File: config.mk
export PLATFORM = sky130hd
export DESIGN_NAME = pp_counter_top
export DESIGN_NICKNAME = d
export VERILOG_FILES = /design/src/verilog/pp_pkg.sv /design/src/verilog/tick_gen.sv /design/src/verilog/button_conditioner.sv /design/src/verilog/ping_pong_counter.sv /design/src/verilog/pp_wb_regs.sv /design/src/verilog/seg_decoder.sv /design/src/verilog/display_scan.sv /design/src/verilog/pp_counter_top.sv
export SDC_FILE = /design/constraint.sdc
export NUM_CORES = 1
export LEC_CHECK = 0
export BUFFER_PORTS_ARGS = -buffer_cell sky130_fd_sc_hd__buf_4
export CAP_MARGIN = 20
export CORE_UTILIZATION = 49
export CTS_BUF_LIST = sky130_fd_sc_hd__clkbuf_4 sky130_fd_sc_hd__clkbuf_8
export DETAILED_ROUTE_END_ITERATION = 10
export PLACE_DENSITY = 0.78
export SLEW_MARGIN = 20
export SYNTH_ARGS = -nofsm -noshare
export SYNTH_HDL_FRONTEND = slang
export SYNTH_SLANG_ARGS = --single-unit
File: constraint.sdc
create_clock -name clk -period 5.77 [get_ports clk]
set_clock_uncertainty 0.05 [all_clocks]
set_input_delay 0 -clock clk [delete_from_list [all_inputs] [get_ports clk]]
set_output_delay 0 -clock clk [all_outputs]
set_load 0.03 [all_outputs]
File: src/verilog/pp_pkg.sv
package pp_pkg;

   typedef logic [3:0] count_t;

   typedef enum logic {
      DIR_DOWN = 1'b0,
      DIR_UP   = 1'b1
   } dir_e;

   // Configuration from the register block
   typedef struct packed {
      logic   enable;
      count_t max;
      count_t min;
   } counter_cfg_t;

   typedef struct packed {
      count_t count;
      dir_e   dir;
   } counter_state_t;

   // Wishbone classic, master to slave
   typedef struct packed {
      logic       cyc;
      logic       stb;
      logic       we;
      logic [1:0] adr;
      logic [7:0] dat;
   } wb_req_t;

   typedef struct packed {
      logic       ack;
      logic [7:0] dat;
   } wb_rsp_t;

   typedef enum logic [1:0] {
      REG_CTRL   = 2'd0,   // Bit 0 enable
      REG_LIMITS = 2'd1,   // Max in high nibble, min in low nibble
      REG_STATUS = 2'd2,   // Count and direction, read only
      REG_CMD    = 2'd3    // Flip and restart strobes
   } reg_addr_e;

   typedef enum logic {
      DIGIT_NUMBER = 1'b0,
      DIGIT_ARROW  = 1'b1
   } digit_kind_e;

   typedef logic [7:0] seg_t;   // Active low, bit 7 is the point

   localparam int DEBOUNCE_SAMPLES = 4;

endpackage

File: src/verilog/tick_gen.sv
module tick_gen #(
   parameter int DIV = 16
) (
   input  logic clk,
   input  logic rst_n,
   output logic tick
);

   localparam int CNT_W = (DIV > 1) ? $clog2(DIV) : 1;
   localparam logic [CNT_W-1:0] LAST = CNT_W'(DIV - 1);

   logic [CNT_W-1:0] cnt;

   always_ff @(posedge clk) begin
      if (!rst_n) begin
         cnt  <= '0;
         tick <= 1'b0;
      end else begin
         tick <= (cnt == LAST);   // Registered so the first tick lands in cycle DIV
         if (cnt == LAST)
            cnt <= '0;
         else
            cnt <= cnt + 1'b1;
      end
   end

   a_tick_single : assert property (@(posedge clk) disable iff (!rst_n)
      (DIV > 1) && tick |=> !tick);

endmodule

File: src/verilog/button_conditioner.sv
module button_conditioner (
   input  logic clk,
   input  logic rst_n,
   input  logic sample,
   input  logic btn,
   output logic pulse
);

   import pp_pkg::*;

   logic [1:0]                  btn_sync;
   logic [DEBOUNCE_SAMPLES-1:0] history;   // Newest sample in bit 0
   logic                        level;
   logic                        level_d;

   // Two-flop synchronizer for the raw pin
   always_ff @(posedge clk) begin
      if (!rst_n)
         btn_sync <= 2'b00;
      else
         btn_sync <= {btn_sync[0], btn};
   end

   always_ff @(posedge clk) begin
      if (!rst_n) begin
         history <= '0;
      end else if (sample) begin
         history <= {history[DEBOUNCE_SAMPLES-2:0], btn_sync[1]};
      end
   end

   // Level only moves once the whole window agrees
   always_ff @(posedge clk) begin
      if (!rst_n)
         level <= 1'b0;
      else if (&history)
         level <= 1'b1;
      else if (~|history)
         level <= 1'b0;
   end

   always_ff @(posedge clk) begin
      if (!rst_n) begin
         level_d <= 1'b0;
         pulse   <= 1'b0;
      end else begin
         level_d <= level;
         pulse   <= level & ~level_d;   // One cycle per press
      end
   end

endmodule

File: src/verilog/ping_pong_counter.sv
module ping_pong_counter (
   input  logic                    clk,
   input  logic                    rst_n,
   input  pp_pkg::counter_cfg_t    cfg,
   input  logic                    step,
   input  logic                    flip,
   input  logic                    restart,
   output pp_pkg::counter_state_t  state
);

   import pp_pkg::*;

   dir_e   dir_q;
   dir_e   step_dir;
   count_t count_q;
   count_t step_count;
   logic   limits_ok;

   assign limits_ok = cfg.max > cfg.min;

   // Turn at the limits before taking the step
   always_comb begin
      if (count_q == cfg.min)
         step_dir = DIR_UP;
      else if (count_q == cfg.max)
         step_dir = DIR_DOWN;
      else
         step_dir = dir_q;

      step_count = count_q;
      if (step_dir == DIR_UP && count_q < cfg.max)
         step_count = count_q + 4'd1;
      else if (step_dir == DIR_DOWN && count_q > cfg.min)
         step_count = count_q - 4'd1;
   end

   always_ff @(posedge clk) begin
      if (!rst_n) begin
         count_q <= '0;
         dir_q   <= DIR_UP;
      end else if (restart) begin
         count_q <= cfg.min;
         dir_q   <= DIR_UP;
      end else if (flip) begin
         dir_q   <= (dir_q == DIR_UP) ? DIR_DOWN : DIR_UP;   // Count held
      end else if (step && cfg.enable && limits_ok) begin
         count_q <= step_count;
         dir_q   <= step_dir;
      end
   end

   assign state.count = count_q;
   assign state.dir   = dir_q;

   // A step that starts in range stays in range
   a_count_in_range : assert property (@(posedge clk) disable iff (!rst_n)
      step && cfg.enable && limits_ok && count_q >= cfg.min && count_q <= cfg.max
      |=> count_q >= $past(cfg.min) && count_q <= $past(cfg.max));

endmodule

File: src/verilog/pp_wb_regs.sv
module pp_wb_regs (
   input  logic                    clk,
   input  logic                    rst_n,
   input  pp_pkg::wb_req_t         wb_req,
   output pp_pkg::wb_rsp_t         wb_rsp,
   input  pp_pkg::counter_state_t  state,
   output pp_pkg::counter_cfg_t    cfg,
   output logic                    sw_flip,
   output logic                    sw_restart
);

   import pp_pkg::*;

   reg_addr_e    addr;
   logic         ack;
   logic         wr_en;
   logic [7:0]   rd_data;
   counter_cfg_t cfg_q;

   assign addr  = reg_addr_e'(wb_req.adr);
   assign wr_en = ack & wb_req.we;   // Lands on the edge that ends the ack cycle

   // Single-cycle ack, then low for at least one cycle
   always_ff @(posedge clk) begin
      if (!rst_n)
         ack <= 1'b0;
      else
         ack <= wb_req.cyc & wb_req.stb & ~ack;
   end

   always_ff @(posedge clk) begin
      if (!rst_n) begin
         cfg_q <= '0;
      end else if (wr_en) begin
         case (addr)
            REG_CTRL:   cfg_q.enable <= wb_req.dat[0];
            REG_LIMITS: begin
               cfg_q.max <= wb_req.dat[7:4];
               cfg_q.min <= wb_req.dat[3:0];
            end
            default: ;
         endcase
      end
   end

   // Strobes live only in the ack cycle
   assign sw_flip    = wr_en && addr == REG_CMD && wb_req.dat[0];
   assign sw_restart = wr_en && addr == REG_CMD && wb_req.dat[1];

   always_comb begin
      case (addr)
         REG_CTRL:   rd_data = {7'd0, cfg_q.enable};
         REG_LIMITS: rd_data = {cfg_q.max, cfg_q.min};
         REG_STATUS: rd_data = {3'd0, state.dir, state.count};
         default:    rd_data = 8'd0;   // CMD reads as zero
      endcase
   end

   assign wb_rsp.ack = ack;
   assign wb_rsp.dat = rd_data;
   assign cfg        = cfg_q;

   a_ack_single : assert property (@(posedge clk) disable iff (!rst_n)
      ack |=> !ack);

endmodule

File: src/verilog/seg_decoder.sv
module seg_decoder (
   input  pp_pkg::digit_kind_e kind,
   input  pp_pkg::count_t      digit,
   output pp_pkg::seg_t        seg
);

   import pp_pkg::*;

   always_comb begin
      if (kind == DIGIT_ARROW) begin
         case (digit)
            4'd1:    seg = 8'b1101_1100;   // Upper arrow, a b f
            4'd0:    seg = 8'b1110_0011;   // Lower arrow, c d e
            default: seg = 8'b1111_1111;
         endcase
      end else begin
         case (digit)
            4'd0:    seg = 8'b1100_0000;
            4'd1:    seg = 8'b1111_1001;
            4'd2:    seg = 8'b1010_0100;
            4'd3:    seg = 8'b1011_0000;
            4'd4:    seg = 8'b1001_1001;
            4'd5:    seg = 8'b1001_0010;
            4'd6:    seg = 8'b1000_0010;
            4'd7:    seg = 8'b1111_1000;
            4'd8:    seg = 8'b1000_0000;
            4'd9:    seg = 8'b1001_0000;
            // Hex letters carry the point
            4'hA:    seg = 8'b0000_1000;
            4'hB:    seg = 8'b0000_0011;
            4'hC:    seg = 8'b0100_0110;
            4'hD:    seg = 8'b0010_0001;
            4'hE:    seg = 8'b0000_0110;
            default: seg = 8'b0000_1110;   // F
         endcase
      end
   end

endmodule

File: src/verilog/display_scan.sv
module display_scan (
   input  logic                    clk,
   input  logic                    rst_n,
   input  logic                    scan,
   input  pp_pkg::counter_state_t  state,
   output logic [3:0]              an,
   output pp_pkg::seg_t            seg
);

   import pp_pkg::*;

   logic [1:0]  idx;
   digit_kind_e kind;
   count_t      digit;
   count_t      ones;
   count_t      tens;

   always_ff @(posedge clk) begin
      if (!rst_n)
         idx <= 2'd0;
      else if (scan)
         idx <= idx + 2'd1;   // Wraps 3 to 0
   end

   assign an = ~(4'b0001 << idx);   // One-cold

   // Count never exceeds 15, so tens is 0 or 1
   assign ones = (state.count >= 4'd10) ? state.count - 4'd10 : state.count;
   assign tens = (state.count >= 4'd10) ? 4'd1 : 4'd0;

   always_comb begin
      case (idx)
         2'd2: begin
            kind  = DIGIT_NUMBER;
            digit = ones;
         end
         2'd3: begin
            kind  = DIGIT_NUMBER;
            digit = tens;
         end
         default: begin
            kind  = DIGIT_ARROW;   // Both left digits show the direction
            digit = {3'd0, state.dir};
         end
      endcase
   end

   seg_decoder u_seg_decoder (
      .kind  (kind),
      .digit (digit),
      .seg   (seg)
   );

   a_one_anode : assert property (@(posedge clk) disable iff (!rst_n)
      $onehot(~an));

endmodule

File: src/verilog/pp_counter_top.sv
module pp_counter_top #(
   parameter int STEP_DIV = 50_000_000,
   parameter int SCAN_DIV = 100_000
) (
   input  logic             clk,
   input  logic             rst_n,
   input  pp_pkg::wb_req_t  wb_req,
   output pp_pkg::wb_rsp_t  wb_rsp,
   input  logic             flip_btn,
   output pp_pkg::seg_t     seg,
   output logic [3:0]       an
);

   import pp_pkg::*;

   logic           step_tick;
   logic           scan_tick;
   logic           btn_pulse;
   logic           sw_flip;
   logic           sw_restart;
   logic           flip;
   counter_cfg_t   cfg;
   counter_state_t state;

   assign flip = btn_pulse | sw_flip;   // Button and register flip share one path

   tick_gen #(.DIV(STEP_DIV)) step_tick_gen (
      .clk   (clk),
      .rst_n (rst_n),
      .tick  (step_tick)
   );

   tick_gen #(.DIV(SCAN_DIV)) scan_tick_gen (
      .clk   (clk),
      .rst_n (rst_n),
      .tick  (scan_tick)
   );

   button_conditioner u_button_conditioner (
      .clk    (clk),
      .rst_n  (rst_n),
      .sample (scan_tick),
      .btn    (flip_btn),
      .pulse  (btn_pulse)
   );

   ping_pong_counter u_ping_pong_counter (
      .clk     (clk),
      .rst_n   (rst_n),
      .cfg     (cfg),
      .step    (step_tick),
      .flip    (flip),
      .restart (sw_restart),
      .state   (state)
   );

   pp_wb_regs u_pp_wb_regs (
      .clk        (clk),
      .rst_n      (rst_n),
      .wb_req     (wb_req),
      .wb_rsp     (wb_rsp),
      .state      (state),
      .cfg        (cfg),
      .sw_flip    (sw_flip),
      .sw_restart (sw_restart)
   );

   display_scan u_display_scan (
      .clk   (clk),
      .rst_n (rst_n),
      .scan  (scan_tick),
      .state (state),
      .an    (an),
      .seg   (seg)
   );

endmodule

==> results.json, run 1 <==
{
  "run_status": "finished, final reports clean",
  "intPower_w": 0.000681,
  "grt_first_pass_wirelength_microns": 14200,
  "timing_max_transition_violations_final": 0,
  "clock_insertion_delay_worst_skew_ns": 0.34,
  "synth_area_in_adders": 0.0928,
  "drive_above_1_share": 0.132,
  "drt_first_pass_iters": 4,
  "drcViolationCount": 0,
  "cts_made_buffers": 9,
  "combinationalPowerShare": 0.053,
  "required_ns": 5.72,
  "cp_data_arrival_time_ns": 3.21,
  "timing.slew.headroom": 0.477,
  "cts.path.max_buffers": 2,
  "worstHoldPathType": "primary input to flop",
  "vias_in_the_first_global_route": 3248,
  "drt_iter0_markers": 98,
  "worst-path-buf-inv": 3,
  "simple_gate_share_of_the_synthesized_area": 0.266,
  "synth_top_family_by_area": "simple AND/OR/NAND/NOR gates",
  "power_leakage_nw": 1.87,
  "power.share.switching": 0.247,
  "cpPeakStageDelay_ns": 0.49,
  "nFillCells": 640,
  "grt_setup_unrepaired": "no",
  "postPlaceCellArea_sq_um": 4180,
  "avgSynthCellArea_sq_um": 8.51,
  "initial_utilization": 0.520,
  "io_pins": 37,
  "grt_use_total": 0.210,
  "synth_top_area_cell": "dfxtp_1",
  "ys_async_sr_fraction": 0,
  "routed_wl_microns": 7850,
  "netlist_area_sq_um": 3850,
  "timing_worst_slew_pin_value_ns": 0.783,
  "vias_per_cell": 5.34,
  "grt_remaining_overflow": 0,
  "synth.ff_latch_count": 71,
  "pwr-share-clk": 0.395,
  "layout.cells.most_common_list": "dfxtp_1, nor2_1, nand2_1",
  "critical_path.startpoint_type": "flop",
  "peakVddDrop_mv": 0.137,
  "syn-num-nets": 497,
  "seq_total_area_yosys": 0.369,
  "ctsRootBufferMaster": "clkbuf_8",
  "yosys.cell_types.count": 56,
  "cpLargestDelayFamily": "compound AO/OA/AOI/OAI gates",
  "critical_path.slowest_cell": "o41ai_1",
  "area.growth.synth_to_final_pct": 16.9,
  "cts.repair.resized": 0,
  "muxShareOfSynthArea": 0.0234,
  "yosys.area_share.xor_xnor": 0.0909,
  "die_h_microns": 90.7,
  "globalplace.congestion": 0.890,
  "io_buf_count": 36,
  "antenna_violating_nets_post_route": 0,
  "route.detailed.wl_per_inst_microns": 13.0,
  "clock.fmax_mhz": 307,
  "ys.warnings.count": 0,
  "tritoncts_clock_tree": "built",
  "power.share.sequential": 0.552,
  "place_worst_setup_slack_ns": 2.88,
  "tritoncts_num_sinks": 71,
  "critical_path_peak_fanout": 10,
  "htree_num_levels": 3,
  "antenna_found_initial": 1,
  "synth.area.top_cells": "dfxtp_1, ha_1, xor2_1",
  "die_w_microns": 90.7,
  "synth_flop_cell": "dfxtp_1",
  "dpl.hpwl_microns": 5500,
  "critical_path.cell_chain": "inv_1, ha_1, nor2_1, a221o_1, inv_1, ha_1, o41ai_1, o21ai_0, buf_4",
  "critPathKind": "flop to output port",
  "stdcell_count": 606,
  "dp_cells": 574,
  "design.die.area_sq_um": 8230,
  "synth_top_area_frac": 0.369,
  "grt_max_degree": 25,
  "register_to_register_setup_slack_ns": 2.87,
  "postLayoutSetupSlackWorst_ns": 2.51,
  "final_common_cell": "dfxtp_1",
  "crit_path_time_final_ns": 3.26,
  "max_cap_violations": 0,
  "final_nets": 545,
  "edff_count_synth": 0,
  "totalNegativeSetupSlack_ns": 0,
  "synth-compound-area-share": 0.113,
  "setup_viol": 0,
  "finish.instance_area_sq_um": 4510,
  "detailroute.via_count": 3238,
  "num_rows": 31,
  "crit_path_end_kind": "output port",
  "report.final.hold_viol_count": 0,
  "final.period_utilization": 0.564,
  "power_switching_w": 0.000223,
  "clk_pin_slew_worst_paths_ns": 0.07,
  "holdWs_ns": 0.120,
  "postSynthCellCount": 453,
  "power_per_cell_area_nw_per_um2": 200,
  "core_region_area_sq_um": 7410
}
==> worst min-delay path, cell delays in order <==
cell and delay [ns]:
buf_4 0.13, nand4_1 0.24, a21oi_1 0.09
==> metal layers <==
metal / track usage / up-vias / part of all wire
met4: 0.0712 / 0 / 0.019
met5: 0 / - / 0
met1: 0.247 / 1502 / 0.46
li1: - / 1652 / -
met2: 0.362 / 66 / 0.49
met3: 0.0606 / 18 / 0.039
==> cell usage after synthesis (3+ instances only) <==
| library cell | instances |
|---|---|
| nand3_1 | 21 |
| xor2_1 | 26 |
| and4_1 | 3 |
| and2_1 | 9 |
| a21oi_1 | 23 |
| or3_1 | 6 |
| dfxtp_1 | 71 |
| nor3_1 | 4 |
| nand2_1 | 49 |
| o211ai_1 | 5 |
| and3_2 | 4 |
| nand4_1 | 11 |
| clkbuf_1 | 8 |
| a22o_1 | 5 |
| mux2i_1 | 9 |
| and3_1 | 11 |
| nor4_1 | 3 |
| xnor2_1 | 14 |
| o21ai_0 | 13 |
| nor2_1 | 58 |
| ha_1 | 27 |
| inv_1 | 27 |
| buf_2 | 3 |
| a21o_1 | 4 |
| nor2b_1 | 5 |
==> metrics by stage <==
stage / utilization / power [W]
floorplan: - / 0.000535
global placement: 0.564 / 0.000549
detailed placement: 0.564 / 0.000550
CTS: 0.608 / 0.000913
global route: 0.609 / 0.000942
finish: 0.609 / 0.000904
==> power by group through the flow <==
stage	Combinational (W)	Clock (W)	Sequential, W
finish	0.0000480	0.000357	0.000499
global route	0.0000534	0.000389	0.000500
CTS	0.0000478	0.000366	0.000499
detailed placement	0.0000400	0	0.000510
global placement	0.0000391	0	0.000510
floorplan	0.0000257	0	0.000509
==> flip-flops by register name, indices dropped and copies added, names as in the netlist <==
| signal | cells |
|---|---|
| scan_tick_gen.cnt | 17 |
| scan_tick_gen.tick | 1 |
| step_tick_gen.cnt | 26 |
| step_tick_gen.tick | 1 |
| u_button_conditioner.btn_sync | 2 |
| u_button_conditioner.history | 4 |
| u_button_conditioner.level | 1 |
| u_button_conditioner.level_d | 1 |
| u_button_conditioner.pulse | 1 |
| u_display_scan.idx | 2 |
| u_ping_pong_counter.count_q | 4 |
| u_ping_pong_counter.dir_q | 1 |
| u_pp_wb_regs.ack | 1 |
| u_pp_wb_regs.cfg | 9 |
==> timing repair <==
action,4_1_cts,5_1_grt
endpoints found under the hold margin,20,0
setup buffers,0,0
hold buffers,15,0
==> area by class of cell <==
type / instances / area, sq um / area share
antenna: 1 / 2.50 / 0.000555
clock buffer: 10 / 131 / 0.0291
clock inverter: 6 / 45.0 / 0.00999
inverter: 27 / 101 / 0.0225
multi-input combinational: 341 / 2260 / 0.502
sequential: 71 / 1420 / 0.315
tap: 99 / 124 / 0.0275
timing repair buffer: 51 / 420 / 0.0933
==> path summary, 6_finish.rpt <==
check,startpoint,endpoint,depth (start not counted)
min reg2reg,u_button_conditioner.level_d$_SDFF_PN0_,u_button_conditioner.pulse$_SDFF_PN0_,1
max reg2reg,u_ping_pong_counter.count_q[3]$_SDFFE_PN0P_,u_ping_pong_counter.count_q[3]$_SDFFE_PN0P_,11
min,wb_req[8],u_ping_pong_counter.count_q[1]$_SDFFE_PN0P_,3
max,u_display_scan.idx[0]$_SDFFE_PN0P_,seg[5],9
==> cells by family after synthesis <==
group                      after synthesis
AOI/OAI and AO/OA                       66
xor gates and xnor gates                40
adders and majority gates               28
buffers and inverters                   41
DFF                                     71
muxes                                    9
and+or+nand+nor                        198
Note: power is estimated with default switching activity, not from simulation.
==> run 2: changes to the inputs <==
--- a/config.mk
+++ b/config.mk
@@ -10,7 +10,7 @@
 export CORE_UTILIZATION = 49
 export CTS_BUF_LIST = sky130_fd_sc_hd__clkbuf_4 sky130_fd_sc_hd__clkbuf_8
 export DETAILED_ROUTE_END_ITERATION = 10
-export PLACE_DENSITY = 0.78
+export PLACE_DENSITY = 0.81
 export SLEW_MARGIN = 20
 export SYNTH_ARGS = -nofsm -noshare
 export SYNTH_HDL_FRONTEND = slang
==> constraint.sdc (replaced) <==
create_clock -name clk -period 2.73 [get_ports clk]
set_clock_uncertainty 0.05 [all_clocks]
set_input_delay 0 -clock clk [delete_from_list [all_inputs] [get_ports clk]]
set_output_delay 0 -clock clk [all_outputs]
set_load 0.03 [all_outputs]
==> run 2 against run 1 <==
Sequential power increased by 110%. Core utilization grew 2.4 points. Count of clock-buffer cells in the layout stayed put. Flip-flop and latch count did not move. Wire length is 4.4% higher. Hold slack got worse by 0.10 ns. Total power up 120%. Critical path type is now flop to flop. Largest cell class unchanged. Largest power group unchanged. Highest routed layer unchanged.
==> results.json, run 2 (synthesis results as in run 1) <==
{
  "antenna_violating_nets_post_route": 0,
  "critical_path.slowest_cell": "or3_1",
  "routed_wl_microns": 8200,
  "vias_per_cell": 5.43,
  "drt_iter0_markers": 126,
  "grt_max_degree": 25,
  "finish.instance_area_sq_um": 4680,
  "max_cap_violations": 0,
  "vias_in_the_first_global_route": 3269,
  "die_w_microns": 90.7,
  "area.growth.synth_to_final_pct": 21.5,
  "postPlaceCellArea_sq_um": 4250,
  "timing_worst_slew_pin_value_ns": 0.708,
  "totalNegativeSetupSlack_ns": 0,
  "nFillCells": 596,
  "power.share.switching": 0.229,
  "power_switching_w": 0.000457,
  "largest_reg_flops": 26,
  "power_per_cell_area_nw_per_um2": 427,
  "timing.slew.headroom": 0.527,
  "globalplace.congestion": 0.924,
  "grt_use_total": 0.211,
  "route.detailed.wl_per_inst_microns": 13.2,
  "num_rows": 31,
  "crit_path_time_final_ns": 2.59,
  "clock.fmax_mhz": 386,
  "worstHoldPathType": "primary input to flop",
  "final_nets": 560,
  "required_ns": 2.96,
  "critical_path_peak_fanout": 3,
  "cpLargestDelayFamily": "simple AND/OR/NAND/NOR gates",
  "die_h_microns": 90.7,
  "final.period_utilization": 0.949,
  "drcViolationCount": 0,
  "worst-path-buf-inv": 2,
  "layout.cells.most_common_list": "dfxtp_1, nor2_1, buf_4",
  "wl_met2_microns": 4120,
  "initial_utilization": 0.520,
  "tritoncts_clock_tree": "built",
  "tritoncts_num_sinks": 71,
  "crit_path_end_kind": "flop",
  "antenna-diode-count": 0,
  "pwr-share-clk": 0.418,
  "dpl.hpwl_microns": 5760,
  "critical_path.cell_chain": "inv_1, ha_1, and3_1, a22o_1, and3_4, inv_2, ha_1, a21o_1, a21oi_2, xnor2_1, or3_1, nand3_1",
  "finalCoreUtilization": 0.632,
  "critical_path.startpoint_type": "flop",
  "cts_made_buffers": 9,
  "place_worst_setup_slack_ns": -0.0170,
  "met3RoutedLength_microns": 296,
  "power.total_w": 0.00200,
  "grt_remaining_overflow": 0,
  "drt-met1-wl_microns": 3620,
  "io_buf_count": 36,
  "top_signal_layer_used": "met4",
  "drt_first_pass_iters": 6,
  "detailroute.via_count": 3365,
  "antenna_found_initial": 0,
  "critPathKind": "flop to flop",
  "intPower_w": 0.00154,
  "cp_data_arrival_time_ns": 2.82,
  "timing_max_transition_violations_final": 0,
  "htree_num_levels": 3,
  "final_common_cell": "dfxtp_1",
  "setup_viol": 0,
  "power_leakage_nw": 1.96,
  "run_status": "finished, final reports clean",
  "clk_pin_slew_worst_paths_ns": 0.08,
  "design.die.area_sq_um": 8230,
  "drive_above_1_share": 0.184,
  "io_pins": 37,
  "cpPeakStageDelay_ns": 0.37,
  "clock_insertion_delay_worst_skew_ns": 0.34,
  "combinationalPowerShare": 0.054,
  "largest_register": "step_tick_gen.cnt",
  "core_region_area_sq_um": 7410,
  "multi_input_comb_area_sq_um": 2300,
  "power.share.sequential": 0.528,
  "postLayoutSetupSlackWorst_ns": 0.138,
  "grt_first_pass_wirelength_microns": 14200,
  "crit_path_frequent_cell": "ha_1",
  "peakVddDrop_mv": 0.221,
  "seq_area_sq_um": 1430,
  "report.final.hold_viol_count": 0,
  "ctsRootBufferMaster": "clkbuf_8",
  "cts.path.max_buffers": 2
}
run 2: changes by cell type in the layout (fill, tap and decap cells not counted), sizes merged:
cell,change
clkinv,+2
buf,+16
bufinv,+1
dlygate4sd3,-1
diode,-1
inv,-2
clkinvlp,-1
run 2: routing by layer:
metal / vias up / track usage
li1: 1690 / -
met1: 1578 / 0.244
met2: 77 / 0.372
met3: 20 / 0.0421
met4: 0 / 0.0927
met5: - / 0
run 2: final cells by class:
class | count | share of cell area
Clock inverter | 6 | 0.0128
Multi-Input combinational cell | 341 | 0.492
Inverter | 27 | 0.0216
Tap cell | 99 | 0.0264
Timing Repair Buffer | 66 | 0.113
Sequential cell | 71 | 0.305
Clock buffer | 10 | 0.0294
run 2: power by group through the flow:
stage	Clock (W)	Combinational, W	Sequential (W)
final	0.000835	0.000109	0.00105
after global routing	0.000903	0.000119	0.00106
after CTS	0.000859	0.000105	0.00105
after detailed placement	0	0.0000876	0.00108
after global placement	0	0.0000856	0.00108
after floorplan	0	0.0000543	0.00108
run 2: final timing paths:
check                                                from                                          end  slack, ns  cells after the start
hold / removal                                  wb_req[8]             u_pp_wb_regs.cfg[8]$_SDFFE_PN0P_       0.02                      4
setup / recovery         u_pp_wb_regs.cfg[3]$_SDFFE_PN0P_  u_ping_pong_counter.count_q[3]$_SDFFE_PN0P_       0.14                     12
hold reg to reg   u_button_conditioner.level_d$_SDFF_PN0_        u_button_conditioner.pulse$_SDFF_PN0_       0.37                      1
setup reg to reg         u_pp_wb_regs.cfg[3]$_SDFFE_PN0P_  u_ping_pong_counter.count_q[3]$_SDFFE_PN0P_       0.14                     12
run 2: metrics by stage:
step	hold slack, ns	instances
after floorplan	0.0683	453
after global placement	0.173	583
after detailed placement	0.175	583
after CTS	0.00457	615
after global routing	0.0210	620
final	0.0194	620
run 2: timing repair:
item	4_1_cts	5_1_grt
hold buffers	14	0
hold endpoints to repair	17	0
resized for setup	3	10
pin swaps	1	2
setup buffers	2	5
endpoints found under the setup margin	4	6
cloned	0	0
run 2: worst register-to-register path: stages, from the launching register on:
cell and delay, ns:
dfxtp_2 0.35, inv_1 0.06, ha_1 0.30, and3_1 0.20, a22o_1 0.23, and3_4 0.16
inv_2 0.07, ha_1 0.22, a21o_1 0.19, a21oi_2 0.14, xnor2_1 0.09, or3_1 0.37
nand3_1 0.09
